**src/source/mc_pkg.sv**
```systemverilog
package mc_pkg;

	// ==================================================
	// Sizes
	// ==================================================

	// Four requesting channels share the memory
	localparam int NUM_CH = 4;

	// One memory line is 128 bits, written a byte at a time
	localparam int DATA_W = 128;

	// One mask bit per byte of the line
	localparam int MASK_W = DATA_W / 8;

	// 256 lines need an 8-bit line address
	localparam int ADR_W = 8;

	// ==================================================
	// Types
	// ==================================================

	// Control states of one memory transaction
	// The encoding is kept at four bits to leave room for more steps
	typedef enum logic [3:0] {
		IDLE    = 4'd0,
		PRESET1 = 4'd1,
		PRESET2 = 4'd2,
		ACCESS  = 4'd3,
		DONE    = 4'd4
	} state_t;

	// Channel number
	typedef logic [$clog2(NUM_CH)-1:0] ch_t;

	// One data line
	typedef logic [DATA_W-1:0] line_t;

	// Byte mask in which a zero bit enables the byte
	typedef logic [MASK_W-1:0] mask_t;

	// Line address
	typedef logic [ADR_W-1:0] adr_t;

endpackage

```
**src/source/mc_arbiter.sv**
```systemverilog
module mc_arbiter (
	input  logic         clk,
	input  logic         rst,
	input  logic         grant,
	input  logic         cs0,
	input  logic         cs1,
	input  logic         cs2,
	input  logic         cs3,
	output logic         req_any,
	output mc_pkg::ch_t  ch
);

	// Select levels gathered by channel number
	logic [mc_pkg::NUM_CH-1:0] req;

	// Channel that wins the next grant
	mc_pkg::ch_t ch_nx;

	assign req = {cs3, cs2, cs1, cs0};

	// Any raised select level starts a transaction
	assign req_any = |req;

	// Search upward from the channel after the last one granted
	// The last granted channel itself is tried last, so every requester
	// is served within four transactions
	always_comb begin
		mc_pkg::ch_t idx;
		logic        found;
		ch_nx = ch;
		found = 1'b0;
		idx   = ch;
		for (int i = 1; i <= mc_pkg::NUM_CH; i++) begin
			idx = mc_pkg::ch_t'(ch + i);
			if (!found && req[idx]) begin
				ch_nx = idx;
				found = 1'b1;
			end
		end
	end

	// ch holds between grants so the datapath and the acknowledge
	// decode see one channel for the whole transaction
	// Channel 3 after reset gives channel 0 the first turn
	always_ff @(posedge clk) begin
		if (rst) begin
			ch <= mc_pkg::ch_t'(mc_pkg::NUM_CH - 1);
		end else if (grant) begin
			ch <= ch_nx;
		end
	end

endmodule

```
**config.mk**
```make
export PLATFORM = sky130hd
export DESIGN_NAME = mc_arbiter
export DESIGN_NICKNAME = d
export VERILOG_FILES = /design/src/source/mc_pkg.sv /design/src/source/mc_arbiter.sv
export SDC_FILE = /design/constraint.sdc
export NUM_CORES = 1
export LEC_CHECK = 0
export BUFFER_PORTS_ARGS = -buffer_cell sky130_fd_sc_hd__buf_4
export CORE_AREA = 2 2 39 41
export CTS_CLUSTER_SIZE = 12
export DETAILED_ROUTE_END_ITERATION = 16
export DIE_AREA = 0 0 41 43
export PLACE_DENSITY = 0.48
export SLEW_MARGIN = 30
export SYNTH_ARGS = -nofsm -noshare
export SYNTH_HDL_FRONTEND = slang
export SYNTH_SLANG_ARGS = --single-unit
```
**constraint.sdc**
```tcl
create_clock -name clk -period 1.9 [get_ports clk]
set_input_delay 0.38 -clock clk [delete_from_list [all_inputs] [get_ports clk]]
set_output_delay 0.38 -clock clk [all_outputs]
set_load 0.005 [all_outputs]
```
* After elaboration in Yosys (flattened, before gate mapping) *
Cells that the tools add are included.

operators by class
  add/subtract/negate cells = 4
  multiply operators = 0
  div/mod/pow operators = 0
  $lt $le $gt $ge = 4
  equality and inequality tests = 0
  shifts and indexed selects = 0
  muxes and demuxes = 15
  bitwise gates (word level) = 0
  reduce and logical (&&, ||, !) cells = 9

operators with widths
  operator                                                     number
  less-than comparator 2 x 3 -> 1 bit (second input constant)  4
  binary-select mux 1 bit (select 2 bit)                       4
  two-way mux 2 bit                                            4
  two-way mux 1 bit                                            7
  adder 2 x 1 -> 2 bit (second input constant)                 2
  adder 2 bit (second input constant)                          2
  nonzero test 4 bit                                           1
  OR reduction 4 bit                                           1
  logical AND 1 bit                                            3
  logical NOT 1 bit                                            3
  AND reduction 2 bit                                          1

storage, ports and cells
  register bits after elaboration = 2
  latch bits = 0
  bits in writable memories = 0
  bits in read-only memories = 0
  bits of input ports = 7
  memories = 0

* Longest topological paths before layout *
  depth after elaboration = 14
  gate-level depth with buffers = 5
  mapped depth without buffers = 4

* Worst setup path before layout *
No wires, ideal clock.

  path type = register to register
  start = register ch[0]
  end = register ch[0]
  setup time = 72 ps
  data arrival time = 1,283 ps
  setup slack = 545 ps
  stages on the path, launching flop included = 6
  buffers on the path = 1
  path through = dfxtp_1 > buf_6 > and3b_1 > a211o_1 > a211oi_2 > mux2i_1

on the way
  word-level cells in the longest chain between the ends = 14
  elaborated cells between the ends (all ways) = 27
  classes of those cells = add/sub: 4; mux: 15; reduce/logical: 8

RTL lines
  what                                     RTL line          text
  from (decl)                              mc_arbiter.sv:10  output mc_pkg::ch_t ch
  from (signal assigned)                   mc_arbiter.sv:47  ch <= mc_pkg::ch_t'(mc_pkg::NUM_CH - 1);
  from (signal assigned)                   mc_arbiter.sv:49  ch <= ch_nx;
  adder 2 x 1 -> 2 bit                     mc_arbiter.sv:34  idx = mc_pkg::ch_t'(ch + i);
  binary-select mux 1 bit (select 2 bit)   mc_arbiter.sv:35  if (!found && req[idx]) begin
  two-way mux 1 bit (implied by the code)  mc_arbiter.sv:35
  two-way mux 1 bit                        mc_arbiter.sv:35
  logical NOT 1 bit                        mc_arbiter.sv:35
  logical AND 1 bit                        mc_arbiter.sv:35
  two-way mux 1 bit                        mc_arbiter.sv:35
  logical NOT 1 bit                        mc_arbiter.sv:35
  logical AND 1 bit                        mc_arbiter.sv:35
  two-way mux 1 bit                        mc_arbiter.sv:35
  logical NOT 1 bit                        mc_arbiter.sv:35
  logical AND 1 bit                        mc_arbiter.sv:35
  nonzero test 4 bit (no line)             n/a
  AND reduction 2 bit (no line)            n/a

Several ways; a longest one is shown, not always the timed one. The select of a mux whose other input is x is not followed.
A chain may end at the register's enable or synchronous reset.

* Worst setup path after layout *
Same ends and word-level chain as after synthesis.

==> metrics.txt <==
initial DRC count=8; die footprint=0.00176 sq mm; Worst-Margin Slew=0.363 ns; clk slew on worst S/H paths=0.03 ns; fill count=158; HP Class=input port to register; nets@finish=51; CTS resizes=0; clock sinks=2; status=finished clean; Max Freq=699 MHz; Worst setup EP type=register; Hold Buf Count CTS=0; post-route cell area=329 sq um; CTS buffer count=3; GRT busiest layer=met2; synthesized instance count=31; DRC viols=0; Arrival @ worst endpoint=1.58 ns; Seq/Total Area, Yosys=0.174; Clk Latency, worst-skew pair=0.22 ns; global routing met2 resource utilization=0.103; mean area per synthesized cell=7.43 sq um; CTS tree=yes; M3 GR Usage=0.0314; Post CTS Setup Buffer Count=0; Initial DRT Pass Iterations=4; synthesis-stage register bit count=2; multi-input logic area=168 sq um; cell family with most CP delay=compound AO/OA/AOI/OAI gates; WL/cell=9.43 microns; grt met1 use=0.0799; CTS Root Cell=clkbuf_4; largest net degree at the start of global routing=13; Slew HR=0.758; H-tree depth=1; Final period util=0.753; leakage=0.148 nW; area delta synth->final=42.9%; CORE AREA=0.00138 sq mm; distinct cell type count after synthesis=20; initial antenna violation count=0; diode count=0; Die H=43 microns; worst hold slack=0.369 ns; combinational family with the most area after synthesis=simple AND/OR/NAND/NOR gates; Critical path buffers and inverters=0; worst path required time=2.05 ns; Ys Warns=0; total gr overflow=0; Post-Syn Nets=38; Total GRT Usage=0.0731; gp weighted congestion=0.680; clock period minus final worst setup slack=1.43 ns; ANT nets after route=0; crit path launch type=register; RSZ-0062 raised after global routing=false; vias=261; Setup Skew=0.00594 ns; post-DR vias/cell=4.50; largest fanout on the critical path=12; post-synthesis compound-gate area fraction=0.321; Reg area=40.0 sq um; Post-Synth XOR/XNOR Area=0; synthesized-area fraction occupied by and/or/nand/nor cells=0.364; layout cell share with drive strength beyond 1=0.357; # port buffers=9; Max Cap Viol=0; area of placed instances=307 sq um; hpwl dp=407 microns; Final Hold Vio Count=0; max reg flops=2; CP max stage cell=dfxtp_1; die width=41 microns; Initial Util=0.166; Most flops, register=ch; largest registers=ch: 2 flops; Power Density=672 mW/mm^2; crit path cell chain=nor2_1 -> a211o_1 -> a211oi_2 -> mux2i_1; CP max stage delay=0.52 ns; number of global-route vias before repair=236; post-synthesis mux area share=0.0435; # rows=14; worst IR drop on VDD=184 uV; Synth Area in Adders=0; first-pass GRT wire length=848 microns; WL final=547 microns; max-slew violations=0; setup TNS=0 ns; CTS Buffer Depth=2; # IOs=10; # setup viols final=0; critical path type=register to register; Mapped Area=230 sq um
==> cells in the mapped netlist <==
cell | number | share of area
nor2b_1 | 1 | 0.027
mux2i_1 | 1 | 0.043
inv_2 | 1 | 0.016
nor2_1 | 6 | 0.098
buf_6 | 1 | 0.049
and3b_1 | 1 | 0.038
or2b_1 | 2 | 0.065
a211o_1 | 1 | 0.038
a31o_2 | 1 | 0.038
o311ai_1 | 2 | 0.076
inv_1 | 2 | 0.033
a2bb2oi_1 | 1 | 0.038
o21ai_1 | 1 | 0.022
nand3b_1 | 2 | 0.065
dfxtp_1 | 2 | 0.17
o21ai_0 | 1 | 0.022
nand2_1 | 2 | 0.033
and4_1 | 1 | 0.038
a211oi_2 | 1 | 0.054
o211ai_1 | 1 | 0.033
==> final cells by class <==
class                      count  share of cell area
timing repair buffer           9               0.205
sequential                     2               0.122
tap                           16              0.0608
multi-input combinational     25               0.510
inverter                       3              0.0342
clock buffer                   3              0.0684
==> power by group <==
part | switching, mW | internal [mW] | total [mW]
clock | 0.0236 | 0.0696 | 0.0933
combinational | 0.0269 | 0.0387 | 0.0656
sequential | 0.0142 | 0.0480 | 0.0622
==> worst paths after layout <==
| check | endpoint | cells past startpoint | slack (ns) | from |
|---|---|---|---|---|
| worst min-delay path | ch[1] | 3 | 0.37 | rst |
| worst max register to register | ch[0] | 4 | 0.47 | ch[0] |
| worst min register to register | ch[1] | 2 | 0.64 | ch[1] |
| worst max-delay path | ch[0] | 4 | 0.47 | ch[0] |
==> metal layers <==
layer  up-vias  part of all wire
met2         3              0.55
met5         -                 0
met1       122              0.43
met3         0             0.015
li1        136                 -
met4         0                 0
==> worst min-delay path, cell delays in order <==
cell and delay (ns):
buf_4 0.09, inv_1 0.03, o311ai_1 0.05
==> cells in the final DEF (no fill, tap or decap), types with 2 or more instances in the layout <==
cell      Yosys  final
nor2_1        6      6
nand3b_1      2      2
clkbuf_4      0      3
buf_4         0      9
o311ai_1      2      2
nand2_1       2      2
inv_1         2      2
dfxtp_1       2      2
or2b_1        2      2
==> metrics by stage <==
stage               cells  setup slack, ns   util  total power [mW]
global route           58            0.362  0.238             0.231
global placement       55            0.391  0.222             0.131
floorplan              31            0.545      -             0.105
detailed placement     55            0.399  0.222             0.128
CTS                    58            0.457  0.238             0.223
finish                 58            0.470  0.238             0.221
==> cells by family (layout without fill, tap and decap cells) <==
logic type      after synthesis  after routing
compound gates                9              9
buf+inv                       4             15
flops                         2              2
mux                           1              1
simple gates                 15             15
(Power assumes the default switching activity.)
