`src/source/mc_pkg.sv`:
```
package mc_pkg;

	// ==================================================
	// Sizes
	// ==================================================

	// Four requesting channels share the memory
	localparam int NUM_CH = 4;

	// One memory line is 128 bits, written a byte at a time
	localparam int DATA_W = 128;

	// One mask bit per byte of the line
	localparam int MASK_W = DATA_W / 8;

	// 256 lines need an 8-bit line address
	localparam int ADR_W = 8;

	// ==================================================
	// Types
	// ==================================================

	// Control states of one memory transaction
	// The encoding is kept at four bits to leave room for more steps
	typedef enum logic [3:0] {
		IDLE    = 4'd0,
		PRESET1 = 4'd1,
		PRESET2 = 4'd2,
		ACCESS  = 4'd3,
		DONE    = 4'd4
	} state_t;

	// Channel number
	typedef logic [$clog2(NUM_CH)-1:0] ch_t;

	// One data line
	typedef logic [DATA_W-1:0] line_t;

	// Byte mask in which a zero bit enables the byte
	typedef logic [MASK_W-1:0] mask_t;

	// Line address
	typedef logic [ADR_W-1:0] adr_t;

endpackage

```
`src/source/mc_data_select.sv`:
```
module mc_data_select (
	input  logic            clk,
	input  logic            rst,
	input  mc_pkg::state_t  state,
	input  mc_pkg::ch_t     ch,
	input  mc_pkg::adr_t    adr0,
	input  mc_pkg::adr_t    adr1,
	input  mc_pkg::adr_t    adr2,
	input  mc_pkg::adr_t    adr3,
	input  mc_pkg::line_t   wdat0,
	input  mc_pkg::line_t   wdat1,
	input  mc_pkg::line_t   wdat2,
	input  mc_pkg::line_t   wdat3,
	input  logic            we0,
	input  logic            we1,
	input  logic            we2,
	input  logic            we3,
	output mc_pkg::adr_t    adr_q,
	output mc_pkg::line_t   wdat_q,
	output logic            we_q
);

	// ==================================================
	// Address and write data
	// ==================================================

	// Captured once per transaction, at the end of PRESET1
	// The RAM only looks at them while ram_en is high
	always_ff @(posedge clk) begin
		if (state == mc_pkg::PRESET1) begin
			case (ch)
				2'd0: begin
					adr_q  <= adr0;
					wdat_q <= wdat0;
				end
				2'd1: begin
					adr_q  <= adr1;
					wdat_q <= wdat1;
				end
				2'd2: begin
					adr_q  <= adr2;
					wdat_q <= wdat2;
				end
				default: begin
					adr_q  <= adr3;
					wdat_q <= wdat3;
				end
			endcase
		end
	end

	// ==================================================
	// Write flag
	// ==================================================

	// Steers the FSM's RAM write strobe for this transaction
	always_ff @(posedge clk) begin
		if (rst) begin
			we_q <= 1'b0;
		end else if (state == mc_pkg::PRESET1) begin
			case (ch)
				2'd0: we_q <= we0;
				2'd1: we_q <= we1;
				2'd2: we_q <= we2;
				default: we_q <= we3;
			endcase
		end
	end

endmodule

```
`config.mk`:
```
export PLATFORM = sky130hd
export DESIGN_NAME = mc_data_select
export DESIGN_NICKNAME = d
export VERILOG_FILES = /design/src/source/mc_pkg.sv /design/src/source/mc_data_select.sv
export SDC_FILE = /design/constraint.sdc
export NUM_CORES = 1
export LEC_CHECK = 0
export ABC_AREA = 0
export BUFFER_PORTS_ARGS = -buffer_cell sky130_fd_sc_hd__buf_2
export CELL_PAD_IN_SITES_DETAIL_PLACEMENT = 0
export CELL_PAD_IN_SITES_GLOBAL_PLACEMENT = 2
export CORE_AREA = 2 2 270 272
export DETAILED_ROUTE_END_ITERATION = 16
export DIE_AREA = 0 0 272 274
export PLACE_DENSITY = 0.53
export SLEW_MARGIN = 20
export SYNTH_ARGS = -nofsm -noshare
export SYNTH_HDL_FRONTEND = slang
export SYNTH_SLANG_ARGS = --single-unit
```
`constraint.sdc`:
```
create_clock -name clk -period 17.5 [get_ports clk]
set_input_delay 1.75 -clock clk [delete_from_list [all_inputs] [get_ports clk]]
set_output_delay 1.75 -clock clk [all_outputs]
set_load 0.03 [all_outputs]
```
Yosys cells after proc, flatten, opt, wreduce, memory -nomap -nowiden
Cells that the tools add are included.

word-level totals
  memories = 0
  bits in registers = 137
  output and inout port bits = 137
  word-level logic and storage cells = 10
  memory bits (writable) = 0
  bits in read-only memories = 0
  latch bits = 0

operators by class
  add/sub/neg operators = 0
  bitwise logic cells = 0
  equality and inequality tests = 3
  shift-type cells = 0
  $lt $le $gt $ge = 0
  multiply operators = 0
  div/mod/pow operators = 0
  reduce and logical (&&, ||, !) cells = 1
  muxes and demuxes = 3

operators by type and width
  kind                number
  $pmux 128 s3        1
  $pmux 8 s3          1
  $eq 4x1->1 const B  1
  $pmux 1 s3          1
  $eq 2x1->1 const B  1
  $eq 2x2->1 const B  1
  $logic_not 2->1     1

Logic depth before layout (Yosys ltp)
  word-level depth = 2
  depth in mapped cells = 4

Least setup slack after synthesis
No wires, ideal clock.

  kind = input-to-reg
  from = in state[2]
  to = reg we_q
  buffers on the path = 0
  cell stages on the path = 3
  path slack = 384 ps
  data required time = 17,374 ps
  arrival time = 16,990 ps
  library setup time = 126 ps
  cell sequence = nor4b_1 -> mux2i_1 -> nor2_1

on the way
  cells in the longest elaborated chain, start to end = 1

RTL lines
  what                  RTL line              source
  from (decl)           mc_data_select.sv:4   input mc_pkg::state_t state,
  $eq 4x1->1            mc_data_select.sv:60  end else if (state == mc_pkg::PRESET1) begin
  to (signal assigned)  mc_data_select.sv:62  2'd0: we_q <= we0;
  to (signal assigned)  mc_data_select.sv:63  2'd1: we_q <= we1;
  to (signal assigned)  mc_data_select.sv:64  2'd2: we_q <= we2;
  to (decl)             mc_data_select.sv:20  output logic we_q

No other way between the ends.
A chain may end at the register's enable or synchronous reset.

Worst setup path after layout
  from = in ch[0]
  to = reg we_q

on the way
  cells in the longest elaborated chain, start to end = 2
  elaborated cells between the ends (all ways) = 4
  classes of those cells = eq/ne (2); mux (1); reduce/logical (1)

RTL lines
  what                                      RTL line              source
  from (decl)                               mc_data_select.sv:5   input mc_pkg::ch_t ch,
  $eq 2x2->1, or another cell as far along  mc_data_select.sv:61  case (ch)
  $pmux 1 s3 (*)                            mc_data_select.sv:61

Every way passes the cells marked *; elsewhere a longest branch is shown, timed or not.

==> flow_metrics.env <==
export IMPL_ff_latch_area_mm2=0.00410
export IMPL_yosys_warnings=0
export IMPL_timing_rr_start="we_q"
export IMPL_gr_total_overflow=0
export IMPL_cts_setup_buffers=0
export IMPL_setup_tns_ps=0
export IMPL_vias=6612
export IMPL_outcome="finished clean"
export IMPL_fillCellCount=8006
export IMPL_crit_arrival_ps=3840
export IMPL_synth_seq_area_share_pct=55.3
export IMPL_grt_pass1_vias=7177
export IMPL_pin_count=693
export IMPL_hold_viol_final=0
export IMPL_drc=0
export IMPL_regToRegSetupSlack_ps=16880
export IMPL_timing_rr_end="we_q"
export IMPL_whs_path_depth=2
export IMPL_placed_area_mm2=0.0119
export IMPL_firstDrtPassIters=4
export IMPL_clk_pin_slew_ps=70
export IMPL_groute_usage_overall_pct=9.74
export IMPL_cp_startpoint="ch[0]"
export IMPL_wl_per_cell_um=19.0
export IMPL_final_common_cell="buf_2"
export IMPL_routed_via_density=3.36
export IMPL_p_leak_nw=5.16
export IMPL_clk_insertion_delay_late_ps=470
export IMPL_clkSinkCount=137
export IMPL_core_area_mm2=0.0720
export IMPL_whs_endpoint="we_q"
export IMPL_dp_hpwl_mm=30.9
export IMPL_syn_inst=307
export IMPL_grt_pass1_wl_mm=50.9
export IMPL_grt_max_degree=138
export IMPL_chipWidth_um=272
export IMPL_clock_path_buffers=2
export IMPL_cts_tree="built"
export IMPL_synth_distinct_cells=10
export IMPL_fmax_mhz=287
export IMPL_slew_limit_headroom_pct=38.8
export IMPL_vdd_drop_max_mv=0.0488
export IMPL_synth_area_per_cell_um2=24.2
export IMPL_antenna_found_initial=5
export IMPL_synth_fp_nets=863
export IMPL_drtIter0Drc=258
export IMPL_multi_input_area_mm2=0.00311
export IMPL_required_ps=17860
export IMPL_cts_buffers=17
export IMPL_rows=99
export IMPL_drive_above_1_share_pct=86.1
export IMPL_post_place_ws_ps=13400
export IMPL_final_setup_skew_ps=0
export IMPL_reg2reg_depth=2
export IMPL_ys_seq_elements=137
export IMPL_worst_slack_ps=14020
export IMPL_totalWireLength_mm=37.4
export IMPL_dieArea_mm2=0.0745
export IMPL_final_area_mm2=0.0125
export IMPL_setup_viol=0
export IMPL_ctsResizeCount=0
export IMPL_max_cap_violations=0
export IMPL_start_util_pct=10.3
export IMPL_power_density_mw_per_mm2=75.1
export IMPL_netlist_area_mm2=0.00742
export IMPL_hold_buffers=0
export IMPL_layout_common_cells="buf_2 (690), mux4_2 (137), edfxtp_1 (136)"
export IMPL_min_period_over_period_pct=19.9
export IMPL_post_route_min_period_ps=3480
export IMPL_die_h_um=274
export IMPL_start_kind="input port"
export IMPL_synthToLayoutAreaGrowth_pct=68.9
export IMPL_rsz0062_at_grt="no"
export IMPL_ant_nets=0
export IMPL_min_from="we_q"
export IMPL_cts_root_buffer="clkbuf_16"
export IMPL_end_kind="flip-flop"
export IMPL_power_w=0.000941
export IMPL_slew_viol_final=0
export IMPL_gp_congestion=0.838
export IMPL_crit_type="in2reg"
export IMPL_final_nets=1549
export IMPL_path_max_fanout=51
export IMPL_whs_ps=517
export IMPL_htree_levels=4
export IMPL_tightest_slew_ps=919
export IMPL_place_port_buffers=692
export IMPL_min_path_type="reg2reg"
==> synthesized netlist by cell type, drive strengths merged <==
| cell | count | area [um^2] |
|---|---|---|
| buf | 28 | 200 |
| clkbuf | 2 | 7.51 |
| dfxtp | 1 | 20.0 |
| edfxtp | 136 | 4080 |
| mux2i | 1 | 10.0 |
| mux4 | 137 | 3090 |
| nor2 | 1 | 3.75 |
| nor4b | 1 | 8.76 |
==> metal layers <==
layer	up-vias	share of wire [%]	GRT usage [%]
met4	2	2.6	4.08
met3	39	12	4.76
met5	-	0.035	0
li1	2836	-	-
met1	3295	34	9.97
met2	440	52	16.9
==> logic make-up (layout without fill, tap and decap cells) <==
kind of cell  count (synthesis)  count (layout)  synth area share [%]
buf+inv                      30             729                  2.80
other cells                   0               2                     0
flops                       137             137                  55.3
simple gates                  2               2                 0.169
mux                         138             138                  41.7
==> worst max-delay path by stage <==
stage          endpoint  slack [ps]  cells after the start
4_1_cts            we_q       13950                      5
6_report           we_q       14020                      5
5_1_grt            we_q       13770                      5
3_5_place_dp       we_q       13400                      5
2_1_floorplan      we_q         380                      3
3_3_place_gp       we_q       13430                      5
==> critical path, stage by stage <==
cell	delay, ps
buf_8	440
buf_4	760
mux4_2	600
mux2i_1	170
nor2_1	50
==> flip-flops by register name (all words and copies together), names as in the netlist <==
signal	flops
wdat_q	128
adr_q	8
we_q	1
==> report_power, final <==
| part | total [W] | internal [W] | switching, W | leakage (nW) |
|---|---|---|---|---|
| clock network | 0.000382 | 0.000210 | 0.000172 | 0.278 |
| registers | 0.000381 | 0.000378 | 0.00000314 | 1.24 |
| logic | 0.000178 | 0.000100 | 0.0000780 | 3.64 |
==> stage by stage <==
step / util (%) / instances
3_5_place_dp: 16.6 / 1933
2_1_floorplan: - / 307
3_3_place_gp: 16.6 / 1933
5_1_grt: 17.4 / 1966
4_1_cts: 17.4 / 1965
6_report: 17.4 / 1967
==> layout make-up <==
| cell class | count | share of cell area [%] |
|---|---|---|
| Clock inverter | 15 | 1.20 |
| Sequential cell | 137 | 32.8 |
| Tap cell | 959 | 9.58 |
| Timing Repair Buffer | 697 | 28.2 |
| Antenna cell | 2 | 0.0399 |
| Clock buffer | 17 | 3.40 |
| Multi-Input combinational cell | 140 | 24.9 |
Power figures use the tool's default switching activity.
