<file path="src/source/mc_pkg.sv">
package mc_pkg;

	// ==================================================
	// Sizes
	// ==================================================

	// Four requesting channels share the memory
	localparam int NUM_CH = 4;

	// One memory line is 128 bits, written a byte at a time
	localparam int DATA_W = 128;

	// One mask bit per byte of the line
	localparam int MASK_W = DATA_W / 8;

	// 256 lines need an 8-bit line address
	localparam int ADR_W = 8;

	// ==================================================
	// Types
	// ==================================================

	// Control states of one memory transaction
	// The encoding is kept at four bits to leave room for more steps
	typedef enum logic [3:0] {
		IDLE    = 4'd0,
		PRESET1 = 4'd1,
		PRESET2 = 4'd2,
		ACCESS  = 4'd3,
		DONE    = 4'd4
	} state_t;

	// Channel number
	typedef logic [$clog2(NUM_CH)-1:0] ch_t;

	// One data line
	typedef logic [DATA_W-1:0] line_t;

	// Byte mask in which a zero bit enables the byte
	typedef logic [MASK_W-1:0] mask_t;

	// Line address
	typedef logic [ADR_W-1:0] adr_t;

endpackage

</file>
<file path="src/source/mc_mask_select.sv">
module mc_mask_select (
	input  logic            clk,
	input  logic            rst,
	input  mc_pkg::state_t  state,
	input  mc_pkg::ch_t     ch,
	input  mc_pkg::mask_t   wmask0,
	input  mc_pkg::mask_t   wmask1,
	input  mc_pkg::mask_t   wmask2,
	input  mc_pkg::mask_t   wmask3,
	output mc_pkg::mask_t   mask
);

	// First stage that holds the granted channel's mask
	mc_pkg::mask_t mask2;

	// A zero bit in the mask enables the byte
	// The channel is fixed by the time PRESET1 is reached
	always_ff @(posedge clk) begin
		if (rst) begin
			mask2 <= '0;
		end else if (state == mc_pkg::PRESET1) begin
			case (ch)
				2'd0: mask2 <= wmask0;
				2'd1: mask2 <= wmask1;
				2'd2: mask2 <= wmask2;
				default: mask2 <= wmask3;
			endcase
		end
	end

	// Second stage feeds the RAM and stays put through ACCESS
	always_ff @(posedge clk) begin
		if (rst) begin
			mask <= '0;
		end else if (state == mc_pkg::PRESET2) begin
			mask <= mask2;
		end
	end

endmodule

</file>
<file path="config.mk">
export PLATFORM = sky130hd
export DESIGN_NAME = mc_mask_select
export DESIGN_NICKNAME = d
export VERILOG_FILES = /design/src/source/mc_pkg.sv /design/src/source/mc_mask_select.sv
export SDC_FILE = /design/constraint.sdc
export NUM_CORES = 1
export LEC_CHECK = 0
export ABC_AREA = 1
export BUFFER_PORTS_ARGS = -buffer_cell sky130_fd_sc_hd__buf_2
export CAP_MARGIN = 15
export CORE_MARGIN = 1
export CORE_UTILIZATION = 49
export CTS_BUF_LIST = sky130_fd_sc_hd__clkbuf_8
export DETAILED_ROUTE_END_ITERATION = 6
export HOLD_SLACK_MARGIN = 0.06
export PLACE_DENSITY = 0.85
export SLEW_MARGIN = 20
export SYNTH_ARGS = -nofsm -noshare
export SYNTH_HDL_FRONTEND = slang
export SYNTH_SLANG_ARGS = --single-unit
</file>
<file path="constraint.sdc">
create_clock -name clk -period 2.6 [get_ports clk]
set_input_delay 0.52 -clock clk [delete_from_list [all_inputs] [get_ports clk]]
set_output_delay 0.52 -clock clk [all_outputs]
set_load 0.05 [all_outputs]
</file>
# After elaboration in Yosys (flattened, before gate mapping)
# Index checks and enable logic that the tools add are counted.
# W data, S select, Z words.
dict set report totals {
  mem_bits_rw 0
  in_bits 72
  wordCells 8
  latchBits 0
  romBits 0
  mem_count 0
  out_inout_bits 16
  reg_bits 32
}
dict set report op_classes {
  add_sub_neg 0
  shifts 0
  magnitude_cmp 0
  div 0
  eq_ne 4
  multipliers 0
  n_reduce_logical 1
  bitwise_logic 0
  muxes 1
}
# cell count
set ops {}
lappend ops {{$pmux W16 S3} 1}
lappend ops {{$eq A4 B1 Y1 const B} 1}
lappend ops {{$eq A4 B2 Y1 const B} 1}
lappend ops {{$eq A2 B1 Y1 const B} 1}
lappend ops {{$eq A2 B2 Y1 const B} 1}
lappend ops {{$logic_not A2 Y1} 1}

# Depth between registers and ports, before layout
dict set report logic_depth {
  ltp_word 2
  mapped_depth 7
  mapped_depth_nobuf 6
}

# Least setup slack after synthesis
# Ideal clock, no wire load.
dict set report synth_path {
  kind {input -> register}
  from {input state[3]}
  to {register mask[11]}
  setup_time_ps 128
  n_path_buf 1
  slack_ps 1324
  required_time_ps 2472
  stages 5
  arrival_time_ps 1148
  cell_sequence {nor2_1 nand3_1 clkbuf_1 o21ai_0 a21oi_1}
}
dict set report synth_via {
  elab_chain_cells 1
}
# element line
set synth_rtl {}
lappend synth_rtl {{start, declared} mc_mask_select.sv:4} ;# input mc_pkg::state_t state,
lappend synth_rtl {{$eq A4 B2 Y1} mc_mask_select.sv:35} ;# end else if (state == mc_pkg::PRESET2) begin
lappend synth_rtl {{end signal, assigned} mc_mask_select.sv:36} ;# mask <= mask2;
lappend synth_rtl {{end, declared} mc_mask_select.sv:10} ;# output mc_pkg::mask_t mask
# Every way passes these cells.
# A chain may end at the register's enable or synchronous reset.

# Worst setup path in the final report
dict set report layout_path {
  from {input ch[0]}
  to {register mask2[4]}
}
dict set report layout_via {
  elab_chain_cells 2
  elab_cells_between_ends 4
  cone_classes {eq/ne (2); mux (1); reduce/logical (1)}
}
# element line
set layout_rtl {}
lappend layout_rtl {{start, declared} mc_mask_select.sv:5} ;# input mc_pkg::ch_t ch,
lappend layout_rtl {{$eq A2 B2 Y1, or another cell as far along} mc_mask_select.sv:22} ;# case (ch)
lappend layout_rtl {{$pmux W16 S3 (*)} mc_mask_select.sv:22}
lappend layout_rtl {{end signal, assigned} mc_mask_select.sv:23} ;# 2'd0: mask2 <= wmask0;
lappend layout_rtl {{end signal, assigned} mc_mask_select.sv:24} ;# 2'd1: mask2 <= wmask1;
lappend layout_rtl {{end signal, assigned} mc_mask_select.sv:25} ;# 2'd2: mask2 <= wmask2;
lappend layout_rtl {{end, declared} mc_mask_select.sv:14} ;# mc_pkg::mask_t mask2;
# Mark *: on every way between the ends. The rest lies on a longest branch, timed or not.

==> summary.txt <==
Run status
  – Status: completed

Run
  – Max Cap Viol: 0

Routing
  – # DRC: 0
  – Wire per inst: ~11 um
  – Final WL: approximately 4 mm
  – Final antenna-violating net count: 0
  – Vias per cell: slightly below 5
  – DR iter-0 viols: 84
  – Via count: 1,851
  – DRT Pass-1 Iters: 6

Yosys
  – Distinct cell type count after synthesis: 23
  – Synth warnings: 0
  – Commonest cells post-synth: nand2_1 (48), dfxtp_1 (32), nand3_1 (30)
  – Post-synth EDFFs: 0
  – Post-Synthesis Cells: about 250
  – Main synth FF type: dfxtp_1
  – Post-synthesis adder-cell area fraction: 0%
  – Synth top area share: between 30% and 40%
  – Post-synthesis mux area share: 0%
  – Mapped cell area: 1779 um^2
  – Synth top area cells: dfxtp_1 (36%), nand2_1 (10%), nand3_1 (8.4%)
  – Avg Cell Area, Syn: between 7 and 8 um^2
  – Synth Area in XOR/XNOR: 0%
  – Compound-Gate Fraction of Synth Area: 20.32%
  – Post-synthesis net count: between 300 and 400
  – Count leader, synth: nand2_1
  – Simple-gate share of the synthesized area: 31.01%
  – #FFs+latches synth: 32
  – Area leader, netlist: dfxtp_1
  – Sequential cell area fraction in the yosys report: approximately 36%
  – FFs w/ async S/R, synth: 0%
  – Combinational family with the most area after synthesis: simple AND/OR/NAND/NOR gates

Critical path
  – Kind of critical path: input port to flop
  – Cell chain of the critical path: buf_2 -> nand2_4 -> or2_0 -> nand2_1 -> a21oi_1
  – Crit end category: flop
  – Crit-path max FO: 32
  – Startpoint types: input port
  – Slowest stage delay, CP: about 0.46 ns
  – CP required: 2.78 ns
  – Slowest CP cell: buf_2
  – WP data arrival: roughly 1.6 ns
  – Buf/Inv on CP: 1
  – Delay-heaviest family, CP: simple AND/OR/NAND/NOR gates

Power
  – Net Switching: about 0.31 mW
  – Sequential cell fraction of total power: roughly two fifths
  – PwrDens: around 540 nW/um^2
  – Int Pwr: 0.9222 mW
  – Sw frac: between 20% and 30%
  – VDD IR max: roughly 260 uV
  – Clock share of power: between 40% and 50%
  – Combinational Power Share: around 17%
  – Lkg Pwr: approximately 1.1 nW

Worst hold path
  – Hold Crit Class: flop to flop

Global route
  – Initial antenna violation count: 0
  – First-pass GRT wire length: 7.265 mm
  – Number of global-route vias before repair: around 1,600
  – GRT overflow: 0
  – Total track usage: 23.33%
  – Largest net degree at the start of global routing: 33

Timing
  – Skew final: 0.003487 ns
  – Slew Limit Fails: 0
  – Unrepaired setup endpoints after global routing: false
  – Endpoints failing setup: 0
  – Max Freq: 0.7025 GHz
  – Crit path time final: roughly 1.4 ns
  – Worst Max-Slew Pin Slew: about 0.57 ns
  – Final period util: 54.75%
  – Slew headroom: roughly three fifths
  – Post-route setup TNS: 0 ns
  – Final Hold Viols: 0

Clock network
  – CTS tree: built
  – Post-CTS sizing: 0
  – Max Buffers Root-to-Sink: 2
  – Clock Latency Late Sink: between 0.2 and 0.3 ns
  – Clock root buffer: clkbuf_8
  – H-tree Lvls: 2
  – Hold_buf cts: 0
  – Total CTS buffers: 5
  – # clock sinks: 32
  – Clk slew on worst S/H paths: around 0.070 ns
  – Post-CTS Setup Bufs: 0

Place
  – Final Wtd Congestion: 0.8143
  – Hpwl dp: a little over 3 mm
  – Dpl cells: around 370
  – Port Buffers: 87
  – Cell area after placement: 2148 um^2

Floorplan
  – Initial Utilization: a little over half
  – DIE WIDTH: slightly above 60 um
  – Row cnt: 21
  – Core ar.: ~3400 um^2
  – Die Y: approximately 62 um
  – Top-level I/O count: between 80 and 90
  – Die ar.: around 3900 um^2

Layout
  – Final nets: 405
  – Area delta synth->final: 27.85%
  – Ratio of cells with drive above 1 in the final layout: 38.02%
  – Util after Layout: roughly two thirds
  – N_diodes: 0
  – Design area: 2275 um^2
  – Post-Layout Cell Count: 380
## registers in the layout, indices dropped and copies added (netlist names)
signal  count
mask2      16
mask       16
## per-stage QoR
stage / power (mW) / setup slack, ns / hold WS [ns]
finish: 1.232 / 1.177 / 0.4439
global route: 1.290 / 1.067 / 0.4626
CTS: 1.242 / 1.180 / 0.4467
detailed placement: 0.7278 / 0.8746 / 0.4356
global placement: 0.7238 / 0.9179 / 0.4299
floorplan: 0.6581 / 1.324 / 0.4350
## worst reg2reg max path, delay by kind of cell, from the launching register on
family,cells,cell delay (ns)
DFF,1,0.31
AOI/OAI and AO/OA,2,0.24
## logic make-up after synthesis
family                 count (synthesis)
and+or+nand+nor                      118
buffers and inverters                 39
AOI/OAI and AO/OA                     64
DFF                                   32
## path summary, 6_finish.rpt
kind,start,slack [ns],to,cells past startpoint
max reg2reg,mask2[7],1.93,mask[7],2
min reg2reg,mask[4],0.44,mask[4],2
min,mask[4],0.44,mask[4],2
max,ch[0],1.18,mask2[4],5
## per-layer routing
metal,part of all wire (%),track usage (%),wire length (um)
met1,47,31.40,1934
met2,46,36.26,1879
met3,5.4,4.596,221
met4,1.7,9.884,70
met5,0,0,0
## cells in the final DEF (no fill, tap or decap), types with 15 or more instances in the layout
| cell | count |
|---|---|
| a21oi_1 | 22 |
| buf_2 | 87 |
| dfxtp_1 | 32 |
| inv_1 | 22 |
| nand2_1 | 48 |
| nand3_1 | 30 |
| nor2_1 | 20 |
| o21ai_0 | 16 |
| o21ai_1 | 15 |
## power by group through the flow
stage               clock [mW]  sequential, mW  combinational [mW]
floorplan                    0           0.551               0.107
global placement             0           0.522               0.202
detailed placement           0           0.522               0.205
CTS                      0.524           0.511               0.206
global route             0.548           0.513               0.229
finish                   0.515           0.511               0.206
## cell type report
cell class / instances / area, um^2
inverters: 23 / 86.33
clock inverters: 1 / 30.03
clock buffers: 7 / 96.34
multi-input cells: 182 / 913.4
well taps: 46 / 57.56
fillers: 321 / 1141
flip-flops and latches: 32 / 640.6
repair buffers: 89 / 450.4
Power figures use the tool's default switching activity.
