### src/source/mc_pkg.sv
package mc_pkg;

	// ==================================================
	// Sizes
	// ==================================================

	// Four requesting channels share the memory
	localparam int NUM_CH = 4;

	// One memory line is 128 bits, written a byte at a time
	localparam int DATA_W = 128;

	// One mask bit per byte of the line
	localparam int MASK_W = DATA_W / 8;

	// 256 lines need an 8-bit line address
	localparam int ADR_W = 8;

	// ==================================================
	// Types
	// ==================================================

	// Control states of one memory transaction
	// The encoding is kept at four bits to leave room for more steps
	typedef enum logic [3:0] {
		IDLE    = 4'd0,
		PRESET1 = 4'd1,
		PRESET2 = 4'd2,
		ACCESS  = 4'd3,
		DONE    = 4'd4
	} state_t;

	// Channel number
	typedef logic [$clog2(NUM_CH)-1:0] ch_t;

	// One data line
	typedef logic [DATA_W-1:0] line_t;

	// Byte mask in which a zero bit enables the byte
	typedef logic [MASK_W-1:0] mask_t;

	// Line address
	typedef logic [ADR_W-1:0] adr_t;

endpackage

### src/source/mc_fsm.sv
module mc_fsm (
	input  logic            clk,
	input  logic            rst,
	input  logic            req_any,
	input  mc_pkg::ch_t     ch,
	input  logic            we_q,
	output mc_pkg::state_t  state,
	output logic            grant,
	output logic            ram_en,
	output logic            ram_we,
	output logic            ack0,
	output logic            ack1,
	output logic            ack2,
	output logic            ack3
);

	// Next state of the sequencer
	mc_pkg::state_t state_nx;

	// ==================================================
	// Transaction sequencing
	// ==================================================

	// A transaction starts only from IDLE, and only when some channel asks
	// The arbiter picks the channel on the same edge that leaves IDLE
	assign grant = (state == mc_pkg::IDLE) && req_any;

	// Every step after IDLE takes exactly one cycle, with no waiting
	always_comb begin
		state_nx = state;
		case (state)
			mc_pkg::IDLE: begin
				if (req_any) begin
					state_nx = mc_pkg::PRESET1;
				end
			end
			// Mask and data of the chosen channel are captured here
			mc_pkg::PRESET1: begin
				state_nx = mc_pkg::PRESET2;
			end
			// The mask moves to its output stage
			mc_pkg::PRESET2: begin
				state_nx = mc_pkg::ACCESS;
			end
			// The RAM writes or reads at the end of this cycle
			mc_pkg::ACCESS: begin
				state_nx = mc_pkg::DONE;
			end
			// The channel sees its acknowledge and the read data
			mc_pkg::DONE: begin
				state_nx = mc_pkg::IDLE;
			end
			default: begin
				state_nx = mc_pkg::IDLE;
			end
		endcase
	end

	always_ff @(posedge clk) begin
		if (rst) begin
			state <= mc_pkg::IDLE;
		end else begin
			state <= state_nx;
		end
	end

	// ==================================================
	// Registered strobes
	// ==================================================

	// The RAM enable is set up in PRESET2 so that it is high during ACCESS
	// The write flag was captured at the end of PRESET1 and is stable now
	always_ff @(posedge clk) begin
		if (rst) begin
			ram_en <= 1'b0;
			ram_we <= 1'b0;
		end else begin
			ram_en <= (state == mc_pkg::PRESET2);
			ram_we <= (state == mc_pkg::PRESET2) && we_q;
		end
	end

	// The acknowledge of the granted channel is high during DONE
	// Only one of them can be high, since ch holds one channel number
	always_ff @(posedge clk) begin
		if (rst) begin
			ack0 <= 1'b0;
			ack1 <= 1'b0;
			ack2 <= 1'b0;
			ack3 <= 1'b0;
		end else begin
			ack0 <= (state == mc_pkg::ACCESS) && (ch == 2'd0);
			ack1 <= (state == mc_pkg::ACCESS) && (ch == 2'd1);
			ack2 <= (state == mc_pkg::ACCESS) && (ch == 2'd2);
			ack3 <= (state == mc_pkg::ACCESS) && (ch == 2'd3);
		end
	end

endmodule

### config.mk
export PLATFORM = sky130hd
export DESIGN_NAME = mc_fsm
export DESIGN_NICKNAME = d
export VERILOG_FILES = /design/src/source/mc_pkg.sv /design/src/source/mc_fsm.sv
export SDC_FILE = /design/constraint.sdc
export NUM_CORES = 1
export LEC_CHECK = 0
export CAP_MARGIN = 30
export CORE_AREA = 2 2 39 41
export DETAILED_ROUTE_END_ITERATION = 12
export DIE_AREA = 0 0 41 43
export DONT_BUFFER_PORTS = 1
export GPL_ROUTABILITY_DRIVEN = 0
export GPL_TIMING_DRIVEN = 0
export MAX_ROUTING_LAYER = met4
export SLEW_MARGIN = 0
export SYNTH_ARGS = -nofsm -noshare
export SYNTH_HDL_FRONTEND = slang
export SYNTH_SLANG_ARGS = --single-unit
### constraint.sdc
create_clock -name clk -period 1.85 [get_ports clk]
set_input_delay 0.2775 -clock clk [delete_from_list [all_inputs] [get_ports clk]]
set_output_delay 0.2775 -clock clk [all_outputs]
set_load 0.05 [all_outputs]
**Word-level counts from Yosys, hierarchy flattened**

Index checks and enable logic that the tools add are counted.

- Register bits after elaboration: 10
- Bits in latches: 0
- RAM bits: 0
- Memory bits (read-only): 0
- Input port bits: 6
- Logic and storage cells: 24
- Memories kept: 0

- Add/subtract/negate cells: 0
- Multiply operators: 0
- Divide/modulo/power cells: 0
- $lt $le $gt $ge: 0
- Eq/ne operators: 7
- Shift-type cells: 0
- Muxes and demuxes: 2
- Bitwise gates (word level): 0
- Reduce and logical (&&, ||, !) cells: 8

Operator list:

| kind | number |
|---|---|
| one-hot mux 4 bit (4 select lines) | 1 |
| == test 4 x 2 -> 1 bit, second input constant | 2 |
| logical AND 1 bit | 6 |
| == test 2 bit, second input constant | 2 |
| == test 4 x 1 -> 1 bit, second input constant | 1 |
| zero test 4 bit | 1 |
| two-way mux 4 bit | 1 |
| == test 2 x 1 -> 1 bit, second input constant | 1 |
| zero test 2 bit | 1 |
| != test 2 bit, second input constant | 1 |

**Depth between registers and ports, before layout**

Gate-level depths: netlist of run 1.

- Depth in word-level cells: 2
- Gate-level depth with buffers: 3
- Mapped depth without buffers: 3

**Worst setup path after synthesis of run 1**

Ideal clock, no wire load.

- Kind: reg-to-output
- Start point: register state[0]
- End point: output grant
- Arrival time: 2242 ps
- Required time: 1572 ps
- Slack: -670 ps
- Cell stages (with the launch flop): 2
- Cell sequence: dfxtp_1 > nor4b_1

- Cells in the longest elaborated chain, start to end: 2

RTL lines:

| element | line | text |
|---|---|---|
| from (decl) | mc_fsm.sv:7 | `output mc_pkg::state_t state,` |
| from (signal assigned) | mc_fsm.sv:61 | `state <= mc_pkg::IDLE;` |
| from (signal assigned) | mc_fsm.sv:63 | `state <= state_nx;` |
| zero test 4 bit | mc_fsm.sv:26 | `assign grant = (state == mc_pkg::IDLE) && req_any;` |
| logical AND 1 bit | mc_fsm.sv:26 |  |
| to (decl) | mc_fsm.sv:8 | `output logic grant,` |

Every way passes these cells.

**Final worst setup path of run 1**

- Start point: register state[2]
- End point: output grant

The elaborated chain is that of the path after synthesis.

==> impl_metrics.csv, run 1 <==
group,metric,value,unit
place,io_buffers,0,
floorplanning,start_util,20.7,%
detailed_routing,routedWlPerCell,10.5,µm
clock_tree,clkTransAtPathRegs,0.06,ns
clock_tree,holdBufCountCts,0,
grt,grt-ovfl-total,0,
grt,grt_usage,6.61,%
synth,yosysUniqueCellTypes,14,
clock_tree,cts.repair.resized,0,
hold_path,hp-class,"in -> reg",
detailed_routing,vias_per_cell,4.00,
detailed_routing,ant_nets,0,
place,dpl.hpwl,367,µm
detailed_routing,dr.first_iter.drc_count,3,
floorplanning,io_pins,17,
timing,holdWs,0.0826,ns
final_layout,antennaDiodeCount,0,
floorplanning,die-area,1760,µm²
grt,grt_pass1_vias,173,
power_and_ir_drop,power,0.431,mW
final_layout,drive_gt1_share,24.1,%
grt,grt_max_degree,7,
synth,syn_area,287,µm²
synth,synth.avg_cell_area,11.9,µm²
worst_setup_path,crit_fanout,6,
detailed_routing,num_vias,180,
clock_tree,cts_buffer_depth,2,
synth,syn_inst,24,
power_and_ir_drop,irDropWorstVdd,0.337,mV
timing,rsz0062_at_grt,"false",
timing,setup_viol,0,
timing,worst_slew_pin_slew,0.689,ns
floorplanning,core_area,1380,µm²
synth,netlist.area_leader.share,62.9,%
timing,relSlewSlack,54.0,%
detailed_routing,drc,0,
detailed_routing,routed_wl,471,µm
clock_tree,cts_made_buffers,3,
worst_setup_path,required,1.57,ns
timing,drv_slew,0,
synth,yosysWarnings,0,
final_layout,area_growth,21.0,%
clock_tree,post_cts_buffers,0,
synth,syn-num-nets,30,
synth,yosysSeqAreaShare,62.9,%
clock_tree,root_buffer,"clkbuf_4",
clock_tree,htree_levels,1,
timing,finalCritPeriodShare,89.2,%
clock_tree,cts_tree,"built",
timing,skew,0.00492,ns
synth,synth_seq_cells,9,
synth,synth.largest_area_cell,"dfxtp_1",
floorplanning,die_width,41,µm
power_and_ir_drop,p_leak,0.137,nW
timing,hold_violations,0,
timing,fmax,606,MHz
final_layout,nets,36,
synth,synthTopCellsByArea,"dfxtp_1 63%, nor3b_1 5.2%, nor4b_2 5.2%, nand4bb_1 3.9%, nor3_1 3.5%",
floorplanning,rows,14,
outcome,status,"complete, no violations",
worst_setup_path,critPathLaunchType,"register",
floorplanning,fp.dieH,43,µm
grt,antenna_found_initial,0,
worst_setup_path,crit_type,"reg -> out",
final_layout,n_fill_cell,142,
final_layout,multiInputGateArea,101,µm²
worst_setup_path,critPathCaptureType,"output pin",
worst_setup_path,arrival,1.37,ns
grt,grt_pass1_wl,696,µm
final_layout,seqCellArea,180,µm²
clock_tree,cts.sinks,9,
job,drv_cap,0,
timing,min_period,1.65,ns
timing,setup_ws,0.201,ns
power_and_ir_drop,p_per_area,1240,nW/µm²
clock_tree,insertion_delay,0.26,ns
detailed_routing,first_pass_iters,3,
place,dp_slack,0.452,ns
## path summary, 6_finish.rpt
kind,start,to,slack (ns),cells after the start
max reg2reg,state[2]$_SDFFE_PP0P_,ack3$_SDFF_PP0_,0.47,3
min,rst,state[1]$_SDFFE_PP0P_,0.08,1
min reg2reg,state[1]$_SDFFE_PP0P_,state[0]$_SDFFE_PP0P_,0.82,2
max,state[2]$_SDFFE_PP0P_,grant,0.20,2
## layer usage
layer  vias to the layer above  global-route usage [%]  wire [µm]
met5                         -                       -          0
met4                         0                    6.00         17
met3                         3                    4.71         52
met2                         9                    9.38        236
met1                        78                    5.21        164
li1                         90                       -          -
## power by group
group | switching [mW] | internal [mW]
Combinational | 0.0203 | 0.0161
Clock | 0.0680 | 0.0831
Sequential | 0.0410 | 0.202
Total | 0.129 | 0.301
## stage by stage
| step | instance area (µm²) | util, % | TNS, ns | cells |
|---|---|---|---|---|
| after floorplan | 293 | - | 0 | 24 |
| after global placement | 313 | 22.6 | -0.0306 | 40 |
| after detailed placement | 320 | 23.1 | 0 | 41 |
| after CTS | 347 | 25.0 | 0 | 45 |
| after global routing | 347 | 25.0 | 0 | 45 |
| final | 347 | 25.0 | 0 | 45 |
## cells in the final DEF (no fill, tap or decap), drive strengths merged
| cell | instances |
|---|---|
| nor3 | 2 |
| nor3b | 2 |
| and2 | 1 |
| nor4b | 2 |
| nand4bb | 1 |
| inv | 1 |
| xnor2 | 1 |
| buf | 2 |
| dfxtp | 9 |
| conb | 1 |
| nor2 | 1 |
| and3 | 1 |
| nor4 | 1 |
| clkbuf | 4 |
## Yosys cell counts
library cell / n
nor4b_1: 1
nor3b_1: 2
nor2_1: 1
buf_4: 1
nand4bb_1: 1
and2_1: 1
dfxtp_1: 9
and3_1: 1
inv_1: 1
xnor2_1: 1
nor4_1: 1
nor4b_2: 1
nor3_1: 2
conb_1: 1
## worst max-delay path, stage by stage (launching register included)
cell	delay [ns]
dfxtp_1	0.52
nor4b_2	0.35
buf_4	0.24
## cell type report
type / instances / share of cell area [%]
Inverter: 1 / 1.08
Timing Repair Buffer: 1 / 2.17
Tap cell: 16 / 5.78
Buffer: 1 / 2.17
Multi-Input combinational cell: 13 / 29.2
Clock buffer: 4 / 7.58
Sequential cell: 9 / 52.0
## sequential cells by signal (all words and copies together), names as in the netlist
| signal | cells |
|---|---|
| state | 3 |
| ram_en | 1 |
| ack3 | 1 |
| ack1 | 1 |
| ram_we | 1 |
| ack0 | 1 |
| ack2 | 1 |
## logic make-up after synthesis
kind of cell              Yosys count  synth area share [%]
other                               1                  1.31
buffers and inverters               2                  3.93
xor gates and xnor gates            1                  3.06
DFF                                 9                  62.9
and+or+nand+nor                    11                  28.8
No activity file was read; power rests on OpenSTA's default activity.
==> run 2, diff against run 1 <==
--- a/config.mk
+++ b/config.mk
@@ -13,6 +13,7 @@
 export GPL_ROUTABILITY_DRIVEN = 0
 export GPL_TIMING_DRIVEN = 0
 export MAX_ROUTING_LAYER = met4
+export RECOVER_POWER = 25
 export SLEW_MARGIN = 0
 export SYNTH_ARGS = -nofsm -noshare
 export SYNTH_HDL_FRONTEND = slang
==> constraint.sdc (replaced) <==
create_clock -name clk -period 1.4 [get_ports clk]
set_input_delay 0.21 -clock clk [delete_from_list [all_inputs] [get_ports clk]]
set_output_delay 0.21 -clock clk [all_outputs]
set_load 0.05 [all_outputs]
==> impl_metrics.csv, run 2 (synthesis gave the netlist of run 1 again) <==
group,metric,value,unit
outcome,status,"finished, violations left",
outcome,violations,"setup timing",
final_layout,final_cell_mix,"6 x dfxtp_1, 3 x clkbuf_4, 2 x nor3b_1, 2 x nor3_1, 2 x dfxtp_4",
timing,setup_tns,-0.207,ns
final_layout,finalNonFillerCells,45,
timing,drv_slew,0,
timing,worst_slew_pin_slew,0.741,ns
detailed_routing,vias_per_cell,4.44,
final_layout,design_area,367,µm²
floorplanning,rows,14,
clock_tree,insertion_delay,0.26,ns
final_layout,final_common_cell,"dfxtp_1",
power_and_ir_drop,p_per_area,1570,nW/µm²
floorplanning,die-area,1760,µm²
worst_setup_path,cpPeakStageDelay,0.72,ns
clock_tree,cts_buffer_depth,2,
place,dpl.hpwl,419,µm
worst_setup_path,arrival,1.40,ns
worst_setup_path,crit_chain,"nor4b_4",
timing,finalCritPeriodShare,115,%
worst_setup_path,endpoint,"grant",
worst_setup_path,cpLargestDelayFamily,"simple AND/OR/NAND/NOR gates",
final_layout,largest_reg_flops,3,
detailed_routing,first_pass_iters,2,
worst_setup_path,cp.buffers_inverters,0,
detailed_routing,dr.first_iter.drc_count,1,
worst_setup_path,crit_type,"reg -> out",
timing,setup_ws,-0.207,ns
detailed_routing,routed_wl,599,µm
floorplanning,die_width,41,µm
detailed_routing,drc,0,
grt,grt_pass1_vias,227,
timing,fmax,622,MHz
clock_tree,htree_levels,1,
floorplanning,fp.dieH,43,µm
clock_tree,post_cts_buffers,0,
timing,skew,0.00296,ns
timing,min_period,1.61,ns
floorplanning,io_pins,17,
worst_setup_path,crit_start,"state[2]$_SDFFE_PP0P_",
final_layout,n_fill_cell,144,
final_layout,antennaDiodeCount,0,
detailed_routing,routedWlPerCell,13.3,µm
worst_setup_path,cp_slowest_cell,"nor4b_4",
timing,hold_violations,0,
clock_tree,root_buffer,"clkbuf_4",
place,placed_area,325,µm²
grt,grt_pass1_wl,855,µm
clock_tree,clkTransAtPathRegs,0.06,ns
worst_setup_path,critPathLaunchType,"register",
worst_setup_path,critPathCaptureType,"output pin",
job,drv_cap,0,
worst_setup_path,rrSetupSlack,0.23,ns
power_and_ir_drop,p_leak,0.143,nW
worst_setup_path,regToRegStartpoint,"state[1]$_SDFFE_PP0P_",
place,io_buffers,0,
final_layout,nets,36,
hold_path,hp-class,"in -> reg",
worst_setup_path,required,1.19,ns
timing,rsz0062_at_grt,"true",
floorplanning,start_util,20.7,%
power_and_ir_drop,irDropWorstVdd,0.539,mV
clock_tree,cts_made_buffers,3,
place,place_inst,40,
timing,relSlewSlack,50.4,%
detailed_routing,num_vias,200,
worst_setup_path,r2r_end,"ack2$_SDFF_PP0_",
grt,grt_max_degree,7,
floorplanning,core_area,1380,µm²
worst_setup_path,reg2reg_depth,2,
worst_setup_path,crit_fanout,6,
worst_setup_path,worst-path-stages,1,
final_layout,area_growth,27.9,%
timing,setup_viol,1,
grt,grt_usage,8.37,%
clock_tree,cts.sinks,9,
grt,grt-ovfl-total,0,
clock_tree,cts_tree,"built",
final_layout,drive_gt1_share,31.0,%
final_layout,top_register,"state",
grt,antenna_found_initial,0,
detailed_routing,ant_nets,0,
## run 2: worst min path at each step
stage / from / end / cells after the start / slack, ns
after global routing: rst / ram_en$_SDFF_PP0_ / 1 / 0.007
after detailed placement: rst / state[0]$_SDFFE_PP0P_ / 1 / 0.28
after floorplan: rst / state[1]$_SDFFE_PP0P_ / 1 / 0.28
after CTS: rst / state[1]$_SDFFE_PP0P_ / 1 / 0.002
final: ch[0] / ack0$_SDFF_PP0_ / 1 / 0.02
after global placement: rst / state[1]$_SDFFE_PP0P_ / 1 / 0.28
## run 2: repair_timing
item,4_1_cts,5_1_grt
gates resized for setup,2,0
pin swaps,1,0
hold buffers,0,1
hold endpoints to repair,0,2
setup endpoints to repair,1,1
## run 2: cell type report
type | instances | area (µm²) | area share (%)
timing repair buffer | 1 | 10.0 | 2.73
tap | 16 | 20.0 | 5.46
buffer | 1 | 7.51 | 2.05
multi-input combinational | 13 | 110 | 30.0
inverter | 1 | 3.75 | 1.02
sequential | 9 | 189 | 51.5
clock buffer | 4 | 26.3 | 7.17
## run 2: routing by layer
| metal | vias up | share of wire (%) | routed length, µm | global-route usage (%) |
|---|---|---|---|---|
| met4 | 0 | 0 | 0 | 2.00 |
| li1 | 90 | - | - | - |
| met1 | 90 | 42 | 252 | 7.17 |
| met5 | - | 0 | 0 | - |
| met3 | 0 | 16 | 95 | 9.42 |
| met2 | 20 | 42 | 251 | 11.9 |
## run 2: worst register-to-register path, delay by kind of cell, from the launching register on
family	cells	cell delay [ns]
flip-flops	1	0.56
AND/OR/NAND/NOR	2	0.52
## run 2: power by group
group	switching (mW)	internal [mW]	leakage (nW)
registers	0.0571	0.267	0.0748
clock network	0.0904	0.110	0.0150
logic	0.0285	0.0220	0.0535
total	0.176	0.399	0.143
## run 2: stage by stage
step | hold slack, ns | power, mW | util (%) | worst slack, ns
3_3_place_gp | 0.281 | 0.377 | 23.5 | 0.0411
6_report | 0.0195 | 0.575 | 26.5 | -0.207
4_1_cts | 0.00209 | 0.577 | 25.8 | -0.224
2_1_floorplan | 0.279 | 0.373 | - | 0.0679
5_1_grt | 0.00703 | 0.602 | 26.5 | -0.261
3_5_place_dp | 0.282 | 0.380 | 23.5 | 0.0140
==> run 3, diff against run 2 <==
--- a/config.mk
+++ b/config.mk
@@ -13,7 +13,7 @@
 export GPL_ROUTABILITY_DRIVEN = 0
 export GPL_TIMING_DRIVEN = 0
 export MAX_ROUTING_LAYER = met4
-export RECOVER_POWER = 25
+export RECOVER_POWER = 100
 export SLEW_MARGIN = 0
 export SYNTH_ARGS = -nofsm -noshare
 export SYNTH_HDL_FRONTEND = slang
==> impl_metrics.csv, run 3 (synthesis gave the netlist of run 1 again) <==
group,metric,value,unit
detailed_routing,first_pass_iters,2,
power_and_ir_drop,p_clk_share,35.0,%
floorplanning,start_util,20.7,%
power_and_ir_drop,p_seq_share,56.3,%
floorplanning,fp.dieH,43,µm
worst_setup_path,cp_slowest_cell,"nor4b_4",
floorplanning,rows,14,
place,place_inst,40,
power_and_ir_drop,switching_share,30.7,%
detailed_routing,num_vias,202,
worst_setup_path,cpLargestDelayFamily,"simple AND/OR/NAND/NOR gates",
grt,antenna_found_initial,0,
power_and_ir_drop,netSwitchingPower,0.177,mW
timing,skew,0.00388,ns
grt,grt_pass1_vias,227,
place,io_buffers,0,
place,placed_area,325,µm²
detailed_routing,drc,0,
timing,hold_violations,0,
grt,grt_usage,8.37,%
detailed_routing,vias_per_cell,4.49,
final_layout,nets,36,
final_layout,largest_reg_flops,3,
timing,fmax,622,MHz
floorplanning,io_pins,17,
power_and_ir_drop,p_leak,0.142,nW
timing,drv_slew,0,
job,drv_cap,0,
detailed_routing,routed_wl,599,µm
final_layout,design_area,367,µm²
detailed_routing,dr.first_iter.drc_count,1,
final_layout,drive_gt1_share,31.0,%
clock_tree,root_buffer,"clkbuf_4",
clock_tree,insertion_delay,0.26,ns
timing,rsz0062_at_grt,"true",
floorplanning,die-area,1760,µm²
outcome,status,"finished, violations left",
worst_setup_path,crit_type,"reg -> out",
timing,setup_viol,1,
timing,relSlewSlack,50.4,%
grt,grt-ovfl-total,0,
final_layout,antennaDiodeCount,0,
floorplanning,die_width,41,µm
worst_setup_path,rrSetupSlack,0.23,ns
clock_tree,cts_tree,"built",
timing,finalCritPeriodShare,115,%
place,dpl.hpwl,419,µm
worst_setup_path,arrival,1.40,ns
floorplanning,core_area,1380,µm²
power_and_ir_drop,power,0.576,mW
power_and_ir_drop,combPwrFrac,8.8,%
worst_setup_path,crit_chain,"nor4b_4",
final_layout,top_register,"state",
timing,worst_slew_pin_slew,0.741,ns
final_layout,final_cell_mix,"6 x dfxtp_1, 3 x clkbuf_4, 2 x nor3b_1, 2 x nor3_1, 2 x dfxtp_4",
power_and_ir_drop,irDropWorstVdd,0.540,mV
worst_setup_path,critPathLaunchType,"register",
clock_tree,post_cts_buffers,0,
worst_setup_path,cp.buffers_inverters,0,
clock_tree,clkTransAtPathRegs,0.06,ns
worst_setup_path,cpPeakStageDelay,0.72,ns
clock_tree,cts_made_buffers,3,
grt,grt_pass1_wl,855,µm
power_and_ir_drop,p_int,0.399,mW
worst_setup_path,required,1.19,ns
detailed_routing,routedWlPerCell,13.3,µm
final_layout,final_common_cell,"dfxtp_1",
power_and_ir_drop,p_per_area,1570,nW/µm²
clock_tree,htree_levels,1,
clock_tree,cts_buffer_depth,2,
final_layout,finalNonFillerCells,45,
outcome,violations,"setup timing",
clock_tree,cts.sinks,9,
worst_setup_path,crit_fanout,6,
detailed_routing,ant_nets,0,
timing,setup_ws,-0.208,ns
worst_setup_path,critPathCaptureType,"output pin",
timing,min_period,1.61,ns
hold_path,hp-class,"in -> reg",
grt,grt_max_degree,7,
final_layout,area_growth,27.9,%
-- run 3: cell types whose count changed in the layout (fill, tap and decap cells not counted) --
cell	previous run	this run
and2_0	0	1
and2_1	1	0
-- run 3: area by class of cell --
type / instances / area (µm²)
tap: 16 / 20.0
clock buffer: 4 / 26.3
fill: 144 / 1020
sequential: 9 / 189
multi-input combinational: 13 / 110
buffer: 1 / 7.51
inverter: 1 / 3.75
timing repair buffer: 1 / 10.0
-- run 3: final timing paths --
check                         from                    end  cells past startpoint
max          state[2]$_SDFFE_PP0P_                  grant                      1
min                          ch[0]        ack0$_SDFF_PP0_                      1
max reg2reg  state[1]$_SDFFE_PP0P_        ack2$_SDFF_PP0_                      2
min reg2reg  state[2]$_SDFFE_PP0P_  state[1]$_SDFFE_PP0P_                      1
-- run 3: repair_timing --
item,in CTS,in global routing
pin swaps,1,0
resized for setup,2,0
hold endpoints to repair,0,2
setup endpoints to repair,1,1
hold buffers,0,1
-- run 3: power groups by stage --
stage	Sequential, mW	Clock [mW]	Combinational [mW]
2_1_floorplan	0.328	0	0.0455
3_3_place_gp	0.329	0	0.0471
3_5_place_dp	0.332	0	0.0481
4_1_cts	0.324	0.205	0.0479
5_1_grt	0.328	0.220	0.0539
6_report	0.324	0.201	0.0504
-- run 3: routing by layer --
layer	vias up	wire (µm)	part of all wire, %	GRT usage [%]
met5	-	0	0	-
met4	0	0	0	2.00
met3	0	95	16	9.42
met2	20	250	42	11.9
met1	92	253	42	7.17
li1	90	-	-	-
-- run 3: through the flow --
stage,hold WS [ns],util [%],TNS [ns],worst slack [ns]
floorplan,0.279,-,0,0.0679
detailed placement,0.282,23.5,0,0.0140
global route,0.00751,26.5,-0.261,-0.261
global placement,0.281,23.5,0,0.0411
CTS,0.00209,25.8,-0.224,-0.224
finish,0.0193,26.5,-0.208,-0.208
